`src/verilog/lsu_cfg.svh`:
```
// vector load/store unit configuration, widths and counts
`ifndef LSU_CFG_SVH
`define LSU_CFG_SVH

// memory banks, one word each per beat
`define LSU_BANKS     4
`define LSU_BANK_W    32

// row address into each bank
`define LSU_ROW_W     14

// one beat spans all banks
`define LSU_BEAT_W    128

// full register group at LMUL 4
`define LSU_VEC_W     512

// stride is counted in elements
`define LSU_STRIDE_W  6

`endif

```
`src/verilog/lsu_pkg.sv`:
```
// shared opcode encodings and bus structs of the vector load/store unit
`default_nettype none
`include "lsu_cfg.svh"

package lsu_pkg;

    typedef enum logic [3:0] {
        LSU_NONE   = 4'd0,
        LSU_VLE8   = 4'd1,
        LSU_VLE16  = 4'd2,
        LSU_VLE32  = 4'd3,
        LSU_VLSE8  = 4'd4,
        LSU_VLSE16 = 4'd5,
        LSU_VLSE32 = 4'd6,
        LSU_VSE8   = 4'd7,
        LSU_VSE16  = 4'd8,
        LSU_VSE32  = 4'd9
    } lsu_op_e;

    // codes outside this set fall back to one beat
    typedef enum logic [2:0] {
        LMUL_1 = 3'd0,
        LMUL_2 = 3'd1,
        LMUL_4 = 3'd2
    } lmul_e;

    typedef enum logic [1:0] {
        EEW_8,
        EEW_16,
        EEW_32
    } eew_e;

    typedef logic [`LSU_BEAT_W-1:0] beat_t;
    typedef logic [`LSU_VEC_W-1:0]  vec_t;

    typedef struct packed {
        lsu_op_e                  op;
        lmul_e                    lmul;
        logic [`LSU_STRIDE_W-1:0] stride;
        logic [`LSU_ROW_W-1:0]    base;    // first bank row
        vec_t                     data;    // store source
    } lsu_req_t;

    typedef struct packed {
        logic [`LSU_ROW_W-1:0]                   row;
        logic [`LSU_BANKS-1:0][`LSU_BANK_W-1:0]  wdata;
        logic                                    rd;
        logic                                    wr;
    } bank_req_t;

    typedef struct packed {
        logic       valid;
        logic [1:0] idx;     // beat slot in the vector
        logic       last;
    } beat_tag_t;

    typedef struct packed {
        eew_e                     eew;
        logic [`LSU_STRIDE_W-1:0] stride;  // 1 for unit-stride loads
        logic [2:0]               beats;
    } load_ctl_t;

endpackage

`default_nettype wire

```
`src/verilog/lsu_load_gather.sv`:
```
// load gather, lines read beats up with their tags and packs them into a vector
`default_nettype none
`include "lsu_cfg.svh"

module lsu_load_gather (
    input  wire logic               clk,
    input  wire logic               nrst,
    input  wire lsu_pkg::beat_tag_t tag,
    input  wire lsu_pkg::beat_t     rdata,
    output lsu_pkg::vec_t           vec,
    output logic                    gathered
);

    lsu_pkg::beat_tag_t tag_q;   // tag of the beat now on rdata

    // memory returns data one cycle after the row
    always_ff @(posedge clk) begin
        if (!nrst) begin
            tag_q    <= '0;
            gathered <= 1'b0;
        end else begin
            tag_q    <= tag;
            gathered <= tag_q.valid && tag_q.last;
        end
    end

    always_ff @(posedge clk) begin
        if (tag_q.valid) begin
            if (tag_q.idx == 2'd0) begin
                // first beat, upper slots read as zero
                vec <= {{(`LSU_VEC_W-`LSU_BEAT_W){1'b0}}, rdata};
            end else begin
                vec[tag_q.idx*`LSU_BEAT_W +: `LSU_BEAT_W] <= rdata;
            end
        end
    end

endmodule

`default_nettype wire

```
`config.mk`:
```
export PLATFORM = sky130hd
export DESIGN_NAME = lsu_load_gather
export DESIGN_NICKNAME = d
export VERILOG_FILES = /design/src/verilog/lsu_pkg.sv /design/src/verilog/lsu_load_gather.sv
export VERILOG_INCLUDE_DIRS = /design/src /design/src/verilog
export SDC_FILE = /design/constraint.sdc
export NUM_CORES = 1
export LEC_CHECK = 0
export ABC_AREA = 1
export ABC_CLOCK_PERIOD_IN_PS = 16900
export BUFFER_PORTS_ARGS = -buffer_cell sky130_fd_sc_hd__buf_2
export CAP_MARGIN = 10
export CORE_AREA = 4 4 251 253
export CTS_CLUSTER_DIAMETER = 150
export DETAILED_ROUTE_END_ITERATION = 16
export DIE_AREA = 0 0 255 257
export GPL_ROUTABILITY_DRIVEN = 0
export PLACE_DENSITY_LB_ADDON = 0.25
export SLEW_MARGIN = 10
export SYNTH_ARGS = -nofsm -noshare
export SYNTH_HDL_FRONTEND = slang
export SYNTH_SLANG_ARGS = --single-unit
```
`constraint.sdc`:
```
create_clock -name clk -period 16.9 [get_ports clk]
set_clock_uncertainty 0.05 [all_clocks]
set_input_delay 3.38 -clock clk [delete_from_list [all_inputs] [get_ports clk]]
set_output_delay 3.38 -clock clk [all_outputs]
set_load 0.1 [all_outputs]
```
* Word-level counts from Yosys, hierarchy flattened *
Cells that the tools add are included.

operators by class
  $add $sub $neg = 1
  reductions and logical operators = 2
  mux-type cells = 2
  shift operators = 2

operators with widths
  cell                                                      number
  bitwise mux 512 bit                                       1
  variable shift 128 x 34 -> 512 bit, first input constant  1
  indexed part select 128 x 34 -> 512 bit                   1
  2-to-1 mux 128 bit                                        1
  negation 9 -> 34 bit                                      1
  zero test 2 bit                                           1
  logical AND 1 bit                                         1

storage, ports and cells
  bits of input ports = 134
  register bits after elaboration = 517

* Logic depth before layout (Yosys ltp) *
  depth after elaboration = 4
  depth in mapped cells = 10

* Least setup slack after synthesis *
Ideal clock, no wire load.

  path type = register -> register
  start point = register tag_q[3] in the netlist's numbering
  end point = register vec[0], enable pin
  setup time = 474 ps
  cell stages (with the launch flop) = 3
  data required time = 16376 ps
  path slack = 4620 ps
  clock period less this slack = 12280 ps
  arrival time = 11756 ps
  path buffers = 0
  cells stage by stage = dfxtp_1 > nand2_1 > inv_1

RTL lines
  item                           line                   text
  start, declared                lsu_load_gather.sv:14  lsu_pkg::beat_tag_t tag_q;
  start signal, assigned         lsu_load_gather.sv:22  tag_q <= tag;
  end signal, assigned           lsu_load_gather.sv:31  vec <= {{(`LSU_VEC_W-`LSU_BEAT_W){1'b0}}, rdata};
  end signal, assigned by index  lsu_load_gather.sv:33  vec[tag_q.idx*`LSU_BEAT_W +: `LSU_BEAT_W] <= rdata;
  end, declared                  lsu_load_gather.sv:10  output lsu_pkg::vec_t vec,

No word-level cell between the ends.

* Worst setup path in the final report *
  start point = register vec[397]
  end point = output port vec[397]

No word-level cell between the ends.

==> metrics.md <==
| Metric | Value |
|---|---|
| Status | completed |
| Combinational family with the most area after synthesis | simple AND/OR/NAND/NOR gates |
| Crit-path leading delay family | flip-flops |
| CTS Hold Bufs | 0 |
| PortBufs | 646 |
| Max Slew Vio Count | 0 |
| WL/cell | 20.7 µm |
| GRT Overall Usage | 23.3% |
| Post-Synthesis Cells | 2504 |
| RSZ-0062 raised after global routing | no |
| Crit path kind | reg2out |
| Multiplexer area fraction after synthesis | 0% |
| Syn avg cell area | 9.50 µm² |
| Power share of the sequential group | 45.0% |
| Vias in the first global route | about 19000 |
| Core Box Area | 61000 µm² |
| Most common cell in the netlist | nand2_1 |
| Clock group share of total power | 37.0% |
| Number of flops mapped to enable cells by yosys | 512 |
| DR vias | 19658 |
| Critical-path maximum fanout | 2 |
| Crit path required time | 13470 ps |
| Seq/Total Area, Yosys | approximately two thirds |
| Crit path arrival time | 1560 ps |
| Fin crit share | 29.5% |
| Total negative slack | 0 ps |
| Commonest cells post-synth | nand2_1 (647), edfxtp_1 (512), inv_1 (395) |
| Antenna violations before repair | 3 |
| Setup bufs post-CTS | 0 |
| Clk slew on worst S/H paths | 60 ps |
| Startpoint types | register |
| Clock Latency Late Sink | roughly 600 ps |
| Main area contributors after synthesis | edfxtp_1 (65%), nand2_1 (10%), a21oi_1 (8.1%), inv_1 (6.2%), nor2_1 (4.1%) |
| Dpl cells | about 3800 |
| Psw | 1.06 mW |
| Mapped Nets | 2643 |
| Hold Path Class | reg2reg |
| DRT Wirelength | 80600 µm |
| Die width | 255 µm |
| Bufs and invs on worst path | 1 |
| CTS max path bufs | 3 |
| Power density over cell area | 114 nW/µm² |
| CTS tree | yes |
| Cell accounting for the most synthesized area | edfxtp_1 |
| Drt drc | 0 |
| H-tree depth | 2 |
| Primary FF master, synth | edfxtp_1 |
| Final hold violations | 0 |
| Final Non-Filler Cells | 3896 |
| # IOs | 647 |
| Clock root buffer | clkbuf_16 |
| Cells along the critical path | buf_2 |
| Post-synthesis register bit count | ~520 |
| Placement Rows | 91 |
| Final setup viols | 0 |
| Period minus WS final | 4990 ps |
| Comb power frac | between 10% and 20% |
| CTS Buf Count | 56 |
| Die Y | ~260 µm |
| Final worst slack | about 12000 ps |
| FMAX | between 200 and 250 MHz |
| Worst slack, placed | 12190 ps |
| Grt total ovfl | 0 |
| Vias/cell | 5.05 |
| Synth top area share | 64.6% |
| Resize count post-CTS | 0 |
| Crit-path max cell delay | ~480 ps |
| Count of different cell masters after synthesis | 14 |
| P&R area growth vs syn | 22.9% |
| Asr flop ratio synth | 0% |
| Worst VDD drop | 0.0000698 V |
| P_int | 2.28 mW |
| Yosys warns | 0 |
| Compound-Gate Fraction of Synth Area | 8.08% |
| Routed Antenna Nets | 0 |
| Slew HR | approximately 20% |
| Layout fillers | 5865 |
| Sw Ratio | 31.7% |
| Adder-cell share of the synthesized area | less than 1% |
| Max Cap Viol | 0 |
| Synth Area in XOR/XNOR | 0% |
| CTS Sinks | 517 |
| Slowest-stage cell, CP | edfxtp_1 |
| DP HPWL | 53000 µm |
| Leakage | 14.1 nW |
| Fin nets | about 3200 |
| Die area | 65500 µm² |
| Layout cells sized above 1 | 24.3% |
| Footprint of the multi-input gates | 6070 µm² |
| Tightest Pin Transition | 1190 ps |
| Synth Area in Simple Gates | 17.0% |
| Initial core utilization | 39.0% |
| Synthesized area | about 24000 µm² |
| Drt pass-1 iters | 5 |
| Register Area | 15500 µm² |
| Largest net degree at the start of global routing | 108 |
| Drt first-iter violations | between 1500 and 2000 |
| Global-route wire length before repair | ~120000 µm |
| Critical Path End Type | primary output |
[placed cells by master (no fill, tap or decap)]
| cell | instances |
|---|---|
| edfxtp_1 | 512 |
| clkbuf_1 | 14 |
| ha_1 | 3 |
| clkinv_1 | 12 |
| nand2_1 | 647 |
| inv_4 | 4 |
| nor2_1 | 256 |
| nand3_1 | 128 |
| dfxtp_4 | 2 |
| nor2_4 | 2 |
| clkinv_2 | 8 |
| clkbuf_16 | 57 |
| inv_1 | 390 |
| inv_6 | 4 |
| buf_2 | 646 |
| ha_4 | 2 |
| buf_4 | 21 |
| a21oi_1 | 384 |
| diode_2 | 3 |
| and3_1 | 1 |
| bufinv_16 | 7 |
| dfxtp_1 | 3 |
[power groups by stage]
| stage | Sequential, mW | Combinational [mW] | Clock, mW |
|---|---|---|---|
| final | 1.50 | 0.602 | 1.24 |
| after global routing | 1.51 | 0.632 | 1.31 |
| after floorplan | 1.87 | 0.143 | 0 |
| after global placement | 1.53 | 0.598 | 0 |
| after detailed placement | 1.53 | 0.603 | 0 |
| after CTS | 1.50 | 0.604 | 1.26 |
[per-layer routing]
| metal | global-route usage (%) | up-vias | routed length [µm] |
|---|---|---|---|
| met4 | 9.75 | 0 | 3710 |
| met2 | 37.7 | 921 | 38600 |
| met5 | 0 | - | 0 |
| met1 | 31.1 | 9387 | 32000 |
| met3 | 4.11 | 182 | 6300 |
| li1 | - | 9168 | - |
[stage by stage]
stage | util, % | power (mW) | cell area [µm²] | hold WS (ps)
2_1_floorplan | - | 2.01 | 23800 | 387
3_3_place_gp | 44.9 | 2.13 | 27400 | 414
3_5_place_dp | 44.9 | 2.13 | 27400 | 431
4_1_cts | 47.9 | 3.37 | 29200 | 464
5_1_grt | 47.9 | 3.45 | 29200 | 470
6_report | 47.9 | 3.34 | 29200 | 451
[registers in the layout, summed over array words and instances, names as in the netlist]
register	count
gathered	1
tag_q	4
vec	512
[worst paths after layout]
check	start	end	slack, ps	cells after the start
setup / recovery	vec[397]	vec[397]	11910	1
hold / removal	tag_q[0]	gathered	450	1
setup reg to reg	tag_q[1]	vec[454]	12220	6
hold reg to reg	tag_q[0]	gathered	450	1
[cells by family (layout without fill, tap and decap cells)]
kind of cell,count (synthesis),count (layout)
AO/OA/AOI/OAI,384,384
adder cells (fa/ha/maj),5,5
buffers and inverters,564,1163
flip-flops,517,517
other,0,3
AND/OR/NAND/NOR,1034,1034
[final cells by class]
cell class                      count  share of cell area, %
Clock inverter                     30                   1.10
Antenna cell                        3                 0.0257
Inverter                          395                   5.12
Timing Repair Buffer              667                   11.6
Sequential cell                   517                   53.0
Multi-Input combinational cell   1423                   20.8
Tap cell                          790                   3.38
Clock buffer                       71                   5.06
[worst reg2reg max path: stages, from the launching register on]
cell,delay (ps)
dfxtp_4,580
inv_1,280
ha_4,730
buf_4,960
buf_4,880
buf_4,770
a21oi_1,140
Power figures use the tool's default switching activity.
