## src/verilog/lsu_cfg.svh

```systemverilog
// vector load/store unit configuration, widths and counts
`ifndef LSU_CFG_SVH
`define LSU_CFG_SVH

// memory banks, one word each per beat
`define LSU_BANKS     4
`define LSU_BANK_W    32

// row address into each bank
`define LSU_ROW_W     14

// one beat spans all banks
`define LSU_BEAT_W    128

// full register group at LMUL 4
`define LSU_VEC_W     512

// stride is counted in elements
`define LSU_STRIDE_W  6

`endif

```

## src/verilog/lsu_pkg.sv

```systemverilog
// shared opcode encodings and bus structs of the vector load/store unit
`default_nettype none
`include "lsu_cfg.svh"

package lsu_pkg;

    typedef enum logic [3:0] {
        LSU_NONE   = 4'd0,
        LSU_VLE8   = 4'd1,
        LSU_VLE16  = 4'd2,
        LSU_VLE32  = 4'd3,
        LSU_VLSE8  = 4'd4,
        LSU_VLSE16 = 4'd5,
        LSU_VLSE32 = 4'd6,
        LSU_VSE8   = 4'd7,
        LSU_VSE16  = 4'd8,
        LSU_VSE32  = 4'd9
    } lsu_op_e;

    // codes outside this set fall back to one beat
    typedef enum logic [2:0] {
        LMUL_1 = 3'd0,
        LMUL_2 = 3'd1,
        LMUL_4 = 3'd2
    } lmul_e;

    typedef enum logic [1:0] {
        EEW_8,
        EEW_16,
        EEW_32
    } eew_e;

    typedef logic [`LSU_BEAT_W-1:0] beat_t;
    typedef logic [`LSU_VEC_W-1:0]  vec_t;

    typedef struct packed {
        lsu_op_e                  op;
        lmul_e                    lmul;
        logic [`LSU_STRIDE_W-1:0] stride;
        logic [`LSU_ROW_W-1:0]    base;    // first bank row
        vec_t                     data;    // store source
    } lsu_req_t;

    typedef struct packed {
        logic [`LSU_ROW_W-1:0]                   row;
        logic [`LSU_BANKS-1:0][`LSU_BANK_W-1:0]  wdata;
        logic                                    rd;
        logic                                    wr;
    } bank_req_t;

    typedef struct packed {
        logic       valid;
        logic [1:0] idx;     // beat slot in the vector
        logic       last;
    } beat_tag_t;

    typedef struct packed {
        eew_e                     eew;
        logic [`LSU_STRIDE_W-1:0] stride;  // 1 for unit-stride loads
        logic [2:0]               beats;
    } load_ctl_t;

endpackage

`default_nettype wire

```

## src/verilog/lsu_beat_seq.sv

```systemverilog
// beat sequencer, accepts a request and issues one bank access per cycle
`default_nettype none
`include "lsu_cfg.svh"

module lsu_beat_seq (
    input  wire logic              clk,
    input  wire logic              nrst,
    input  wire logic              start,
    input  wire lsu_pkg::lsu_req_t req,
    input  wire logic              load_done,
    output lsu_pkg::bank_req_t     mem_req,
    output lsu_pkg::beat_tag_t     tag,
    output lsu_pkg::load_ctl_t     ctl,
    output logic                   busy,
    output logic                   store_done
);

    lsu_pkg::lsu_req_t req_q;     // latched at acceptance
    logic              active;    // beats still being issued
    logic              busy_r;
    logic [1:0]        cnt;       // current beat
    logic              is_load;
    logic              is_store;
    logic              strided;
    lsu_pkg::eew_e     eew;
    logic [2:0]        beats;
    logic              last_beat;
    logic              op_known;
    logic              accept;

    // only real load or store codes start an operation
    assign op_known = req.op inside {[lsu_pkg::LSU_VLE8:lsu_pkg::LSU_VSE32]};
    assign busy     = busy_r && !load_done;
    assign accept   = start && !busy && op_known;

    always_comb begin
        is_load  = 1'b0;
        is_store = 1'b0;
        strided  = 1'b0;
        eew      = lsu_pkg::EEW_8;
        case (req_q.op)
            lsu_pkg::LSU_VLE8:   is_load = 1'b1;
            lsu_pkg::LSU_VLE16: begin
                is_load = 1'b1;
                eew     = lsu_pkg::EEW_16;
            end
            lsu_pkg::LSU_VLE32: begin
                is_load = 1'b1;
                eew     = lsu_pkg::EEW_32;
            end
            lsu_pkg::LSU_VLSE8: begin
                is_load = 1'b1;
                strided = 1'b1;
            end
            lsu_pkg::LSU_VLSE16: begin
                is_load = 1'b1;
                strided = 1'b1;
                eew     = lsu_pkg::EEW_16;
            end
            lsu_pkg::LSU_VLSE32: begin
                is_load = 1'b1;
                strided = 1'b1;
                eew     = lsu_pkg::EEW_32;
            end
            lsu_pkg::LSU_VSE8:   is_store = 1'b1;
            lsu_pkg::LSU_VSE16: begin
                is_store = 1'b1;
                eew      = lsu_pkg::EEW_16;
            end
            lsu_pkg::LSU_VSE32: begin
                is_store = 1'b1;
                eew      = lsu_pkg::EEW_32;
            end
            default: ;
        endcase
    end

    always_comb begin
        case (req_q.lmul)
            lsu_pkg::LMUL_2: beats = 3'd2;
            lsu_pkg::LMUL_4: beats = 3'd4;
            default:         beats = 3'd1;
        endcase
    end

    assign last_beat = ({1'b0, cnt} == beats - 3'd1);

    // bank b gets word b of the current beat
    always_comb begin
        mem_req.row   = req_q.base + {{(`LSU_ROW_W-2){1'b0}}, cnt};
        mem_req.wdata = req_q.data[cnt*`LSU_BEAT_W +: `LSU_BEAT_W];
        mem_req.rd    = active && is_load;
        mem_req.wr    = active && is_store;
    end

    assign tag.valid = active && is_load;
    assign tag.idx   = cnt;
    assign tag.last  = last_beat;

    assign ctl.eew    = eew;
    assign ctl.stride = strided ? req_q.stride : `LSU_STRIDE_W'(1);
    assign ctl.beats  = beats;

    always_ff @(posedge clk) begin
        if (accept) begin
            req_q <= req;
        end
    end

    always_ff @(posedge clk) begin
        if (!nrst) begin
            active     <= 1'b0;
            busy_r     <= 1'b0;
            cnt        <= 2'd0;
            store_done <= 1'b0;
        end else begin
            store_done <= active && is_store && last_beat;
            if (accept) begin
                active <= 1'b1;
                busy_r <= 1'b1;
                cnt    <= 2'd0;
            end else if (active) begin
                cnt <= cnt + 2'd1;
                if (last_beat) begin
                    active <= 1'b0;
                    if (is_store) begin
                        busy_r <= 1'b0;   // stores end here
                    end
                end
            end else if (load_done) begin
                busy_r <= 1'b0;           // loads end when the result is out
            end
        end
    end

endmodule

`default_nettype wire

```

## config.mk

```make
export PLATFORM = sky130hd
export DESIGN_NAME = lsu_beat_seq
export DESIGN_NICKNAME = d
export VERILOG_FILES = /design/src/verilog/lsu_pkg.sv /design/src/verilog/lsu_beat_seq.sv
export VERILOG_INCLUDE_DIRS = /design/src /design/src/verilog
export SDC_FILE = /design/constraint.sdc
export NUM_CORES = 1
export LEC_CHECK = 0
export ABC_AREA = 0
export BUFFER_PORTS_ARGS = -buffer_cell sky130_fd_sc_hd__buf_4
export CORE_AREA = 2 2 278 280
export DETAILED_ROUTE_END_ITERATION = 10
export DIE_AREA = 0 0 280 282
export GPL_ROUTABILITY_DRIVEN = 1
export GPL_TIMING_DRIVEN = 0
export PLACE_DENSITY = 0.52
export SYNTH_ARGS = -nofsm -noshare
export SYNTH_HDL_FRONTEND = slang
export SYNTH_SLANG_ARGS = --single-unit
export TNS_END_PERCENT = 10
```

## constraint.sdc

```tcl
create_clock -name clk -period 23.2 [get_ports clk]
set_input_delay 3.48 -clock clk [delete_from_list [all_inputs] [get_ports clk]]
set_output_delay 3.48 -clock clk [all_outputs]
set_load 0.02 [all_outputs]
```

# Yosys cells after proc, flatten, opt, wreduce, memory -nomap -nowiden
# Index checks and enable logic that the tools add are counted.
[classes]
add_sub_neg = 3
magnitude_cmp = 2
eq_ne = 14
shifts = 1
muxes = 14
n_bitwise = 1
n_reduce_logical = 17
[op_table]
columns = ["cell", "n"]
rows = [
  ["$shiftx 512x10->128", 1],
  ["$eq 4x3->1 const B", 4],
  ["$add 14x2->14", 1],
  ["$reduce_or 3->1", 4],
  ["$mux 1", 11],
  ["$eq 4x2->1 const B", 2],
  ["$eq 4x4->1 const B", 2],
  ["$logic_and 1x1->1", 7],
  ["$mux 6", 1],
  ["$ne 3x1->1 const B", 2],
  ["$pmux 3 s2", 1],
  ["$reduce_or 6->1", 1],
  ["$eq 4x1->1 const B", 1],
  ["$ge 4x1->1 const B", 1],
  ["$le 4x4->1 const B", 1],
  ["$pmux 2 s2", 1],
  ["$eq 2x3->1", 1],
  ["$eq 3x1->1 const B", 1],
  ["$eq 3x2->1 const B", 1],
  ["$reduce_and 3->1", 1],
  ["$reduce_bool 3->1", 1],
  ["$sub 3x1->3 const B", 1],
  ["$add 2x1->2 const B", 1],
  ["$logic_not 1->1", 2],
  ["2 further kinds", 2],
]
[totals]
register_bits = 544
inputBits = 543
output_inout_bits = 161
wordCells = 61

# Longest topological paths before layout
# Gate-level depths: netlist of the first run.
[logic_depth]
word_depth = 7
ltp_mapped = 6
mapped_depth_nobuf = 5

# Worst setup path after synthesis of the first run
# OpenSTA, ideal clock, no wires.
[synth_timing]
kind = "input port to flip-flop"
start = "input req[537] in the netlist's numbering"
end = "register busy_r"
setup_time_ns = 0.110
arrival_ns = 15.015
t_required_ns = 23.090
path_slack_ns = 8.075
stages = 5
path_buffers = 0
path_cell_list = "o21ai_0 -> nand4_1 -> inv_1 -> o21ai_1 -> a31oi_1"
[synth_between]
elab_chain_len = 5
word_cells_on_any_way = 9
cone_classes = "order compare (2); eq/ne (2); mux (1); reduce/logical (4)"
[synth_rtl]
columns = ["item", "line_no", "source"]
rows = [
  ["start: declaration", "lsu_beat_seq.sv:9", "input wire lsu_pkg::lsu_req_t req,"],
  ["$ge 4x1->1 or $le 4x4->1 (tied branches)", "lsu_beat_seq.sv:32", "assign op_known = req.op inside {[lsu_pkg::LSU_VLE8:lsu_pkg::LSU_VSE32]};"],
  ["$logic_and 1x1->1 *", "lsu_beat_seq.sv:32", ""],
  ["$logic_and 1x1->1 *", "lsu_beat_seq.sv:34", "assign accept = start && !busy && op_known;"],
  ["via accept", "lsu_beat_seq.sv:29", "logic accept;"],
  ["$ne 3x1->1 (no source line) or $reduce_bool 3->1 (tied branches)", "-", ""],
  ["$reduce_and 3->1 (no source line)", "-", ""],
  ["end signal: assignment", "lsu_beat_seq.sv:113", "busy_r <= 1'b0;"],
  ["end signal: assignment", "lsu_beat_seq.sv:120", "busy_r <= 1'b1;"],
  ["end signal: assignment", "lsu_beat_seq.sv:127", "busy_r <= 1'b0;"],
  ["end: declaration", "lsu_beat_seq.sv:20", "logic busy_r;"],
]
# The timed path passes the listed nets; every way through them passes the cells marked *.
# A chain may end at the register's enable or synchronous reset.

# Worst setup path after layout of the first run
[layout_timing]
start = "input load_done"
end = "output busy"
[layout_between]
elab_chain_len = 2
[layout_rtl]
columns = ["item", "line_no", "source"]
rows = [
  ["start: declaration", "lsu_beat_seq.sv:10", "input wire logic load_done,"],
  ["$logic_not 1->1", "lsu_beat_seq.sv:33", "assign busy = busy_r && !load_done;"],
  ["$logic_and 1x1->1", "lsu_beat_seq.sv:33", ""],
  ["end: declaration", "lsu_beat_seq.sv:14", "output logic busy,"],
]
# No other way between the ends.

==> metrics.md, run 1 <==
| Metric | Value |
|---|---|
| Cts repair resizes | 0 |
| Final worst-path cycle share | 0.321 |
| Netlist cell types | 34 |
| CTS H-tree lvls | 2 |
| Core outline area | 75,700 um^2 |
| Final Util | 0.376 |
| Clk root buf | clkbuf_16 |
| Register area share after synthesis | 0.816 |
| Maximum clock rate | 134 MHz |
| WP data required | 19.72 ns |
| Fillers | 7,032 |
| Largest net degree at the start of global routing | 150 |
| Syn_nets | roughly 1.3k |
| Dpl hpwl | 42,700 um |
| Avg WL per Cell | 22.0 um |
| Peak supply drop | 0.0596 mV |
| Worst slew margin | 0.497 |
| Fin Setup TNS | 0 ns |
| Async S/R FF share, synth | 0 |
| Cell row count | 101 |
| Vias in the first global route | 12.2k |
| Yosys reg bits | between 500 and 600 |
| Max clock buf depth | 3 |
| TritonCTS clock tree | yes |
| Status | complete, no violations |
| Worst Setup End Kind | output port |
| Grt ovf | 0 |
| Type of the worst min-delay path | reg -> reg |
| Clock Sinks | between 500 and 600 |
| Later-pin clock latency in the skew report | 0.61 ns |
| Post-route ant nets | 0 |
| Area of placed instances | 26,600 um^2 |
| Syn avg cell area | 25.3 um^2 |
| Actual slew at the worst max-slew pin | 0.754 ns |
| Netlist Area Pre-Place | 20,000 um^2 |
| Crit-path slowest cell | nand2b_1 |
| Die height | 282 um |
| Post-synth EDFFs | 539 |
| Worst-path clk slew | 0.06 ns |
| I/O Buffers | 703 |
| Finished Layout Cells | 2,588 |
| Via Count | 11.1k |
| Die width | ~280 um |
| Crit path max fanout | 2 |
| Post-route minimum period | 7.46 ns |
| Yosys warns | 0 |
| RSZ-0062 raised after global routing | false |
| Synth Instances | 788 |
| Setup Crit Path Kind | in -> out |
| Fin. Hold Viols | 0 |
| Biggest area consumer among synthesized cells | edfxtp_1 |
| Initial Util | 0.264 |
| Placer Congestion | 0.812 |
| Total Wirelength | between 50,000 and 60,000 um |
| Most common cell in the netlist | edfxtp_1 |
| Layout Skew | 0.0227 ns |
| First-pass GRT wire length | roughly 79,000 um |
| Ports | ~700 |
| Max-slew violation count | 0 |
| Gr usage total | 0.138 |
| Max cap viols | 0 |
| Post-synth top cells | 539 x edfxtp_1, 128 x mux4_2, 18 x buf_2, 10 x buf_6, 10 x xnor2_1 |
| Area contributors post-synth | edfxtp_1 81%, mux4_2 14%, buf_6 0.56%, dfxtp_1 0.50%, buf_2 0.45% |
| Initial antenna violation count | 5 |
| CTS buffer count | 61 |
| Area grow syn2layout | 42.8% |
| Leak | 10.5 nW |
| Crit path buf inv count | 3 |
| Post-cts hold buffer count | 0 |
| Post-route cell area | around 28,000 um^2 |
| Pwr Total | 0.00232 W |
| Die area | 79,000 um^2 |
| Crit-path max cell delay | roughly 0.15 ns |
| Top delay family on crit path | buffers and inverters |
| Via/cell ratio | 4.27 |
| CP cell instances | buf_4 -> nand2b_1 -> inv_1 -> buf_4 |
| Most used cell, CP | buf_4 |
| Layout Nets | 2,104 |
| CP Launch Type | primary input |
| Postcts setup bufs | 0 |
| Share of layout cells above drive strength 1 | 0.597 |
| Ys flop type | edfxtp_1 |
| # DRC | 0 |
| Placed cells | 2,473 |
| WP data arrival | approximately 4.0 ns |
| Synth top area share | 0.811 |
| Drt pass-1 iters | 6 |
| Power Dens Cells | approximately 82 nW/um^2 |
| DRT iter0 DRCs | 610 |
| Finish-stage setup viols | 0 |
cell type report:
cell class | instances | area [um^2] | share of cell area
antenna | 3 | 7.51 | 0.000263
timing repair buffer | 707 | 5390 | 0.189
tap | 978 | 1220 | 0.0429
buffer | 32 | 230 | 0.00808
multi-input combinational | 204 | 3410 | 0.120
clock inverter | 38 | 295 | 0.0104
clock buffer | 74 | 1620 | 0.0568
sequential | 544 | 16300 | 0.571
inverter | 8 | 37.5 | 0.00132
cells in the final DEF (no fill, tap or decap), types with 3 or more instances in the layout:
master / count
mux4_2: 128
nand2b_1: 8
xnor2_1: 10
dfxtp_1: 5
buf_16: 4
clkinv_2: 13
nor2_1: 8
buf_2: 18
clkbuf_1: 11
clkinvlp_4: 3
nand2_1: 8
inv_1: 7
xor2_1: 5
clkinv_1: 14
diode_2: 3
buf_4: 706
nand3_1: 3
edfxtp_1: 539
clkbuf_16: 63
bufinv_16: 4
buf_6: 10
nand4_1: 4
and2_1: 5
metal layers:
layer | routed length [um] | part of all wire | GRT usage
met1 | 19700 | 0.34 | 0.147
met2 | 30600 | 0.54 | 0.249
met3 | 5100 | 0.089 | 0.0515
met4 | 1700 | 0.030 | 0.0487
met5 | 23 | 0.00040 | 0
final timing paths:
check | to | from | cells past startpoint | slack, ns
hold / removal | active | active | 2 | 0.52
hold reg to reg | active | active | 2 | 0.52
setup reg to reg | req_q[176] | busy_r | 5 | 20.40
setup / recovery | busy | load_done | 4 | 15.74
worst min-delay path, cell delays in order, from the launching register on:
cell and delay [ns]:
dfxtp_1 0.34, nand2_1 0.06, o21ai_0 0.06
logic make-up (layout without fill, tap and decap cells):
logic type | Yosys count | count (layout) | share of synthesized area
simple gates | 44 | 44 | 0.0121
flops | 544 | 544 | 0.816
buf+inv | 40 | 859 | 0.0130
other cells | 0 | 3 | 0
compound gates | 12 | 12 | 0.00445
fa+ha+maj | 3 | 3 | 0.00226
xor+xnor | 15 | 15 | 0.00658
mux | 130 | 130 | 0.146
through the flow:
| step | worst slack, ns | hold slack [ns] |
|---|---|---|
| 2_1_floorplan | 8.07 | 0.474 |
| 3_3_place_gp | 3.87 | 0.495 |
| 3_5_place_dp | 15.73 | 0.510 |
| 4_1_cts | 15.72 | 0.518 |
| 5_1_grt | 15.70 | 0.565 |
| 6_report | 15.74 | 0.518 |
flip-flops by register name (all words and copies together) (netlist names):
register and cells:
store_done 1, active 1, req_q 539, cnt 2, busy_r 1
report_power, final:
part | internal, W | switching (W) | leakage [nW]
clock network | 0.000537 | 0.000389 | 0.936
logic | 0.000124 | 0.000109 | 4.49
registers | 0.00115 | 0.0000150 | 5.12
Power figures use the tool's default switching activity.
==> run 2: changes to the inputs <==
--- a/config.mk
+++ b/config.mk
@@ -6,14 +6,14 @@
 export SDC_FILE = /design/constraint.sdc
 export NUM_CORES = 1
 export LEC_CHECK = 0
-export ABC_AREA = 0
+export ABC_AREA = 1
 export BUFFER_PORTS_ARGS = -buffer_cell sky130_fd_sc_hd__buf_4
-export CORE_AREA = 2 2 278 280
+export CORE_AREA = 2 2 273 275
 export DETAILED_ROUTE_END_ITERATION = 10
-export DIE_AREA = 0 0 280 282
+export DIE_AREA = 0 0 275 277
 export GPL_ROUTABILITY_DRIVEN = 1
 export GPL_TIMING_DRIVEN = 0
-export PLACE_DENSITY = 0.52
+export PLACE_DENSITY = 0.55
 export SYNTH_ARGS = -nofsm -noshare
 export SYNTH_HDL_FRONTEND = slang
 export SYNTH_SLANG_ARGS = --single-unit
==> constraint.sdc (replaced) <==
create_clock -name clk -period 6.6 [get_ports clk]
set_input_delay 0.99 -clock clk [delete_from_list [all_inputs] [get_ports clk]]
set_output_delay 0.99 -clock clk [all_outputs]
set_load 0.02 [all_outputs]
==> run 2 against run 1 <==
Combinational power rose to 3.9 times the previous value. Die area decreased by 3.5%. Wire length up 23%. Largest cell class unchanged. Clock-buffer cell count decreased by 1. Highest routed layer is now met4. Utilization up 2.1 points. Worst setup slack lost 14 ns. Via count grew 33%. Design area up 2.5%. Global-route usage is 4.0 points higher. Clock power grew to 3.7 times the previous value. Hold slack got worse by 0.032 ns.
==> metrics.md, run 2 <==
| Metric | Value |
|---|---|
| Status | complete, no violations (unchanged) |
| Finish-stage setup viols | 0 (unchanged) |
| RSZ-0062 raised after global routing | false (unchanged) |
| Yosys reg bits | 544 (unchanged) |
| I/O Buffers | 703 (unchanged) |
| First-pass GRT wire length | 99,200 um (was 79,300 um) |
| CP cell instances | buf_2 -> clkbuf_1 -> o21ai_0 -> o22ai_1 -> buf_4 (was buf_4 -> nand2b_1 -> inv_1 -> buf_4) |
| Die area | 76,200 um^2 (was 79,000 um^2) |
| Via Count | 14.7k (was 11.1k) |
| Vias in the first global route | 15.4k (was 12.2k) |
| Layout Skew | 0.0280 ns (was 0.0227 ns) |
| Synth top area share | 0.793 (was 0.811) |
| Clock Sinks | 544 (unchanged) |
| Max cap viols | 0 (unchanged) |
| Area grow syn2layout | 43.2% (was 42.8%) |
| Setup Crit Path Kind | reg -> out (was in -> out) |
| Met1 usage | 0.201 (was 0.147) |
| GR Layer Usage met3 | 0.0542 (was 0.0515) |
| Core outline area | 73,600 um^2 (was 75,700 um^2) |
| Largest net degree at the start of global routing | 47 (was 150) |
| Fin. Hold Viols | 0 (unchanged) |
| Biggest area consumer among synthesized cells | edfxtp_1 (unchanged) |
| RR Startpoint | busy_r (unchanged) |
| Grt ovf | 0 (unchanged) |
| Cell row count | 100 (was 101) |
| Gr busiest metal | met2 (unchanged) |
| Dpl hpwl | 52,100 um (was 42,700 um) |
| Worst-path clk slew | 0.06 ns (about the same) |
| Die width | 275 um (was 280 um) |
| Post-route ant nets | 0 (unchanged) |
| TritonCTS clock tree | yes (unchanged) |
| Worst slew margin | 0.245 (was 0.497) |
| WP data arrival | 3.57 ns (was 3.98 ns) |
| Peak supply drop | 0.207 mV (was 0.0596 mV) |
| Grt met2 use | 0.311 (was 0.249) |
| CTS buffer count | 60 (was 61) |
| Netlist Area Pre-Place | 20,400 um^2 (was 20,000 um^2) |
| DRT iter0 DRCs | 959 (was 610) |
| Crit path to | mem_req[101] (was busy) |
| Placer Congestion | 0.868 (was 0.812) |
| Syn avg cell area | 14.7 um^2 (was 25.3 um^2) |
| CP Launch Type | flip-flop (was primary input) |
| Final Util | 0.397 (was 0.376) |
| Total Wirelength | 70,400 um (was 57,100 um) |
| Async S/R FF share, synth | 0 (unchanged) |
| Area contributors post-synth | edfxtp_1 79%, nor2_1 5.2%, o21ai_0 4.9%, o22ai_1 3.9%, o21ai_1 1.4% (was edfxtp_1 81%, mux4_2 14%, buf_6 0.56%, dfxtp_1 0.50%, buf_2 0.45%) |
| Ys flop type | edfxtp_1 (unchanged) |
| Netlist cell types | 27 (was 34) |
| Synth Instances | 1,392 (was 788) |
| Max reg flops | 539 (unchanged) |
| Die height | 277 um (was 282 um) |
| Post-synth EDFFs | 539 (unchanged) |
| Worst Setup End Kind | output port (unchanged) |
| Most frequent cells in the layout | 709 x buf_4, 539 x edfxtp_1, 279 x nor2_1, 201 x o21ai_0, 128 x o22ai_1 (was 706 x buf_4, 539 x edfxtp_1, 128 x mux4_2, 63 x clkbuf_16, 18 x buf_2) |
| Later-pin clock latency in the skew report | 0.61 ns (about the same) |
| Postcts setup bufs | 0 (unchanged) |
| Actual slew at the worst max-slew pin | 1.13 ns (was 0.754 ns) |
| Top reg by flops | req_q (unchanged) |
| Pwr Total | 0.00846 W (was 0.00232 W) |
| Max clock buf depth | 3 (unchanged) |
| Syn_nets | 1,938 (was 1,334) |
| Crit-path slowest cell | dfxtp_1 (was nand2b_1) |
| Crit path max fanout | 10 (was 2) |
| Share of layout cells above drive strength 1 | 0.385 (was 0.597) |
| R2R Setup Slk | 3.27 ns (was 20.40 ns) |
| Register area share after synthesis | 0.798 (was 0.816) |
| Post-cts hold buffer count | 0 (unchanged) |
| Post-route minimum period | 4.56 ns |
| Most common cell after layout, fill and taps aside | buf_4 (unchanged) |
| Ports | 704 (unchanged) |
| CTS H-tree lvls | 2 (unchanged) |
| Crit-path max cell delay | 0.81 ns (was 0.15 ns) |
| Biggest regs | req_q (539), cnt (2) (unchanged) |
| Clk root buf | clkbuf_16 (unchanged) |
| Worst R2R End | req_q[86] (was req_q[176]) |
| WP data required | 5.61 ns (was 19.72 ns) |
| Layout Nets | 2,716 (was 2,104) |
| Most common cell in the netlist | edfxtp_1 (unchanged) |
| Post-synth top cells | 539 x edfxtp_1, 280 x nor2_1, 201 x o21ai_0, 128 x o22ai_1, 57 x o21ai_1 (was 539 x edfxtp_1, 128 x mux4_2, 18 x buf_2, 10 x buf_6, 10 x xnor2_1) |
| Leak | 11.3 nW (was 10.5 nW) |
| Avg WL per Cell | 22.0 um (about the same) |
| Crit. Startpoint | cnt[1] (was load_done) |
| Type of the worst min-delay path | reg -> reg (unchanged) |
| FF-to-FF path depth | 11 (was 5) |
| Yosys warns | 0 (unchanged) |
| Initial antenna violation count | 6 (was 5) |
| Cts repair resizes | 0 (unchanged) |
| Initial Util | 0.277 (was 0.264) |
| # DRC | 0 (unchanged) |
| Drt pass-1 iters | 5 (was 6) |
| Gr usage total | 0.177 (was 0.138) |
| Via/cell ratio | 4.60 (was 4.27) |
| Final worst-path cycle share | 0.690 |
| Power Dens Cells | 290 nW/um^2 (was 81.5 nW/um^2) |
| Maximum clock rate | 219 MHz |
| Max-slew violation count | 0 (unchanged) |
==> run 2: cell count changes in the layout (fill, tap and decap cells not counted), sizes merged, moves of 6 or more <==
| cell | before | now |
|---|---|---|
| nand2b | 8 | 0 |
| inv | 10 | 31 |
| o22ai | 0 | 128 |
| nand3 | 3 | 12 |
| nor2 | 8 | 280 |
| xnor2 | 10 | 4 |
| bufinv | 4 | 11 |
| buf | 738 | 761 |
| clkbuf | 75 | 114 |
| o21ai | 3 | 258 |
| mux4 | 128 | 0 |
| nand2 | 8 | 22 |
==> run 2: critical path, delay by kind of cell (launching register included) <==
kind	cells	cell delay, ns
AO/OA/AOI/OAI	2	0.61
buffers and inverters	3	1.51
flip-flops	1	0.81
==> run 2: how the worst min path moves through the flow <==
stage	end	cells past startpoint	from
2_1_floorplan	active	2	active
3_3_place_gp	active	2	active
3_5_place_dp	active	2	active
4_1_cts	req_q[177]	1	req[177]
5_1_grt	req_q[134]	1	req[134]
6_report	active	2	active
==> run 2: cell families (layout without fill, tap and decap cells) <==
| logic type | count (synthesis) | in the layout | synth area share |
|---|---|---|---|
| xor+xnor | 12 | 12 | 0.00515 |
| compound gates | 393 | 393 | 0.104 |
| simple gates | 323 | 323 | 0.0619 |
| flops | 544 | 544 | 0.798 |
| buf+inv | 117 | 946 | 0.0283 |
| fa+ha+maj | 3 | 3 | 0.00221 |
| other cells | 0 | 5 | 0 |
==> run 2: report_power, final <==
part / internal (W) / switching [W] / leakage, nW
clock network: 0.00209 / 0.00136 / 0.989
registers: 0.00404 / 0.0000580 / 5.11
logic: 0.000414 / 0.000501 / 5.17
total: 0.00654 / 0.00192 / 11.3
==> run 2: layer usage <==
layer,part of all wire,wire length (um)
met5,0,0
met4,0.036,2530
met3,0.093,6510
met2,0.51,35600
met1,0.37,25800
==> run 2: through the flow <==
stage | instances | hold slack [ns] | worst slack, ns | setup TNS, ns | area (um^2)
2_1_floorplan | 1392 | 0.451 | -3.18 | -1715.32 | 20400
3_3_place_gp | 3064 | 0.473 | -6.57 | -3501.53 | 26900
3_5_place_dp | 3077 | 0.478 | 2.32 | 0 | 27200
4_1_cts | 3190 | 0.486 | 1.64 | 0 | 29200
5_1_grt | 3195 | 0.505 | 1.62 | 0 | 29200
6_report | 3195 | 0.485 | 2.04 | 0 | 29200
==> run 2: area by class of cell <==
class | count | area [um^2]
clock inverter | 40 | 478
buffer | 86 | 458
sequential | 544 | 16300
inverter | 31 | 123
tap | 969 | 1210
clock buffer | 73 | 1550
antenna | 5 | 12.5
multi-input combinational | 731 | 3560
timing repair buffer | 716 | 5540
fill | 7038 | 44400
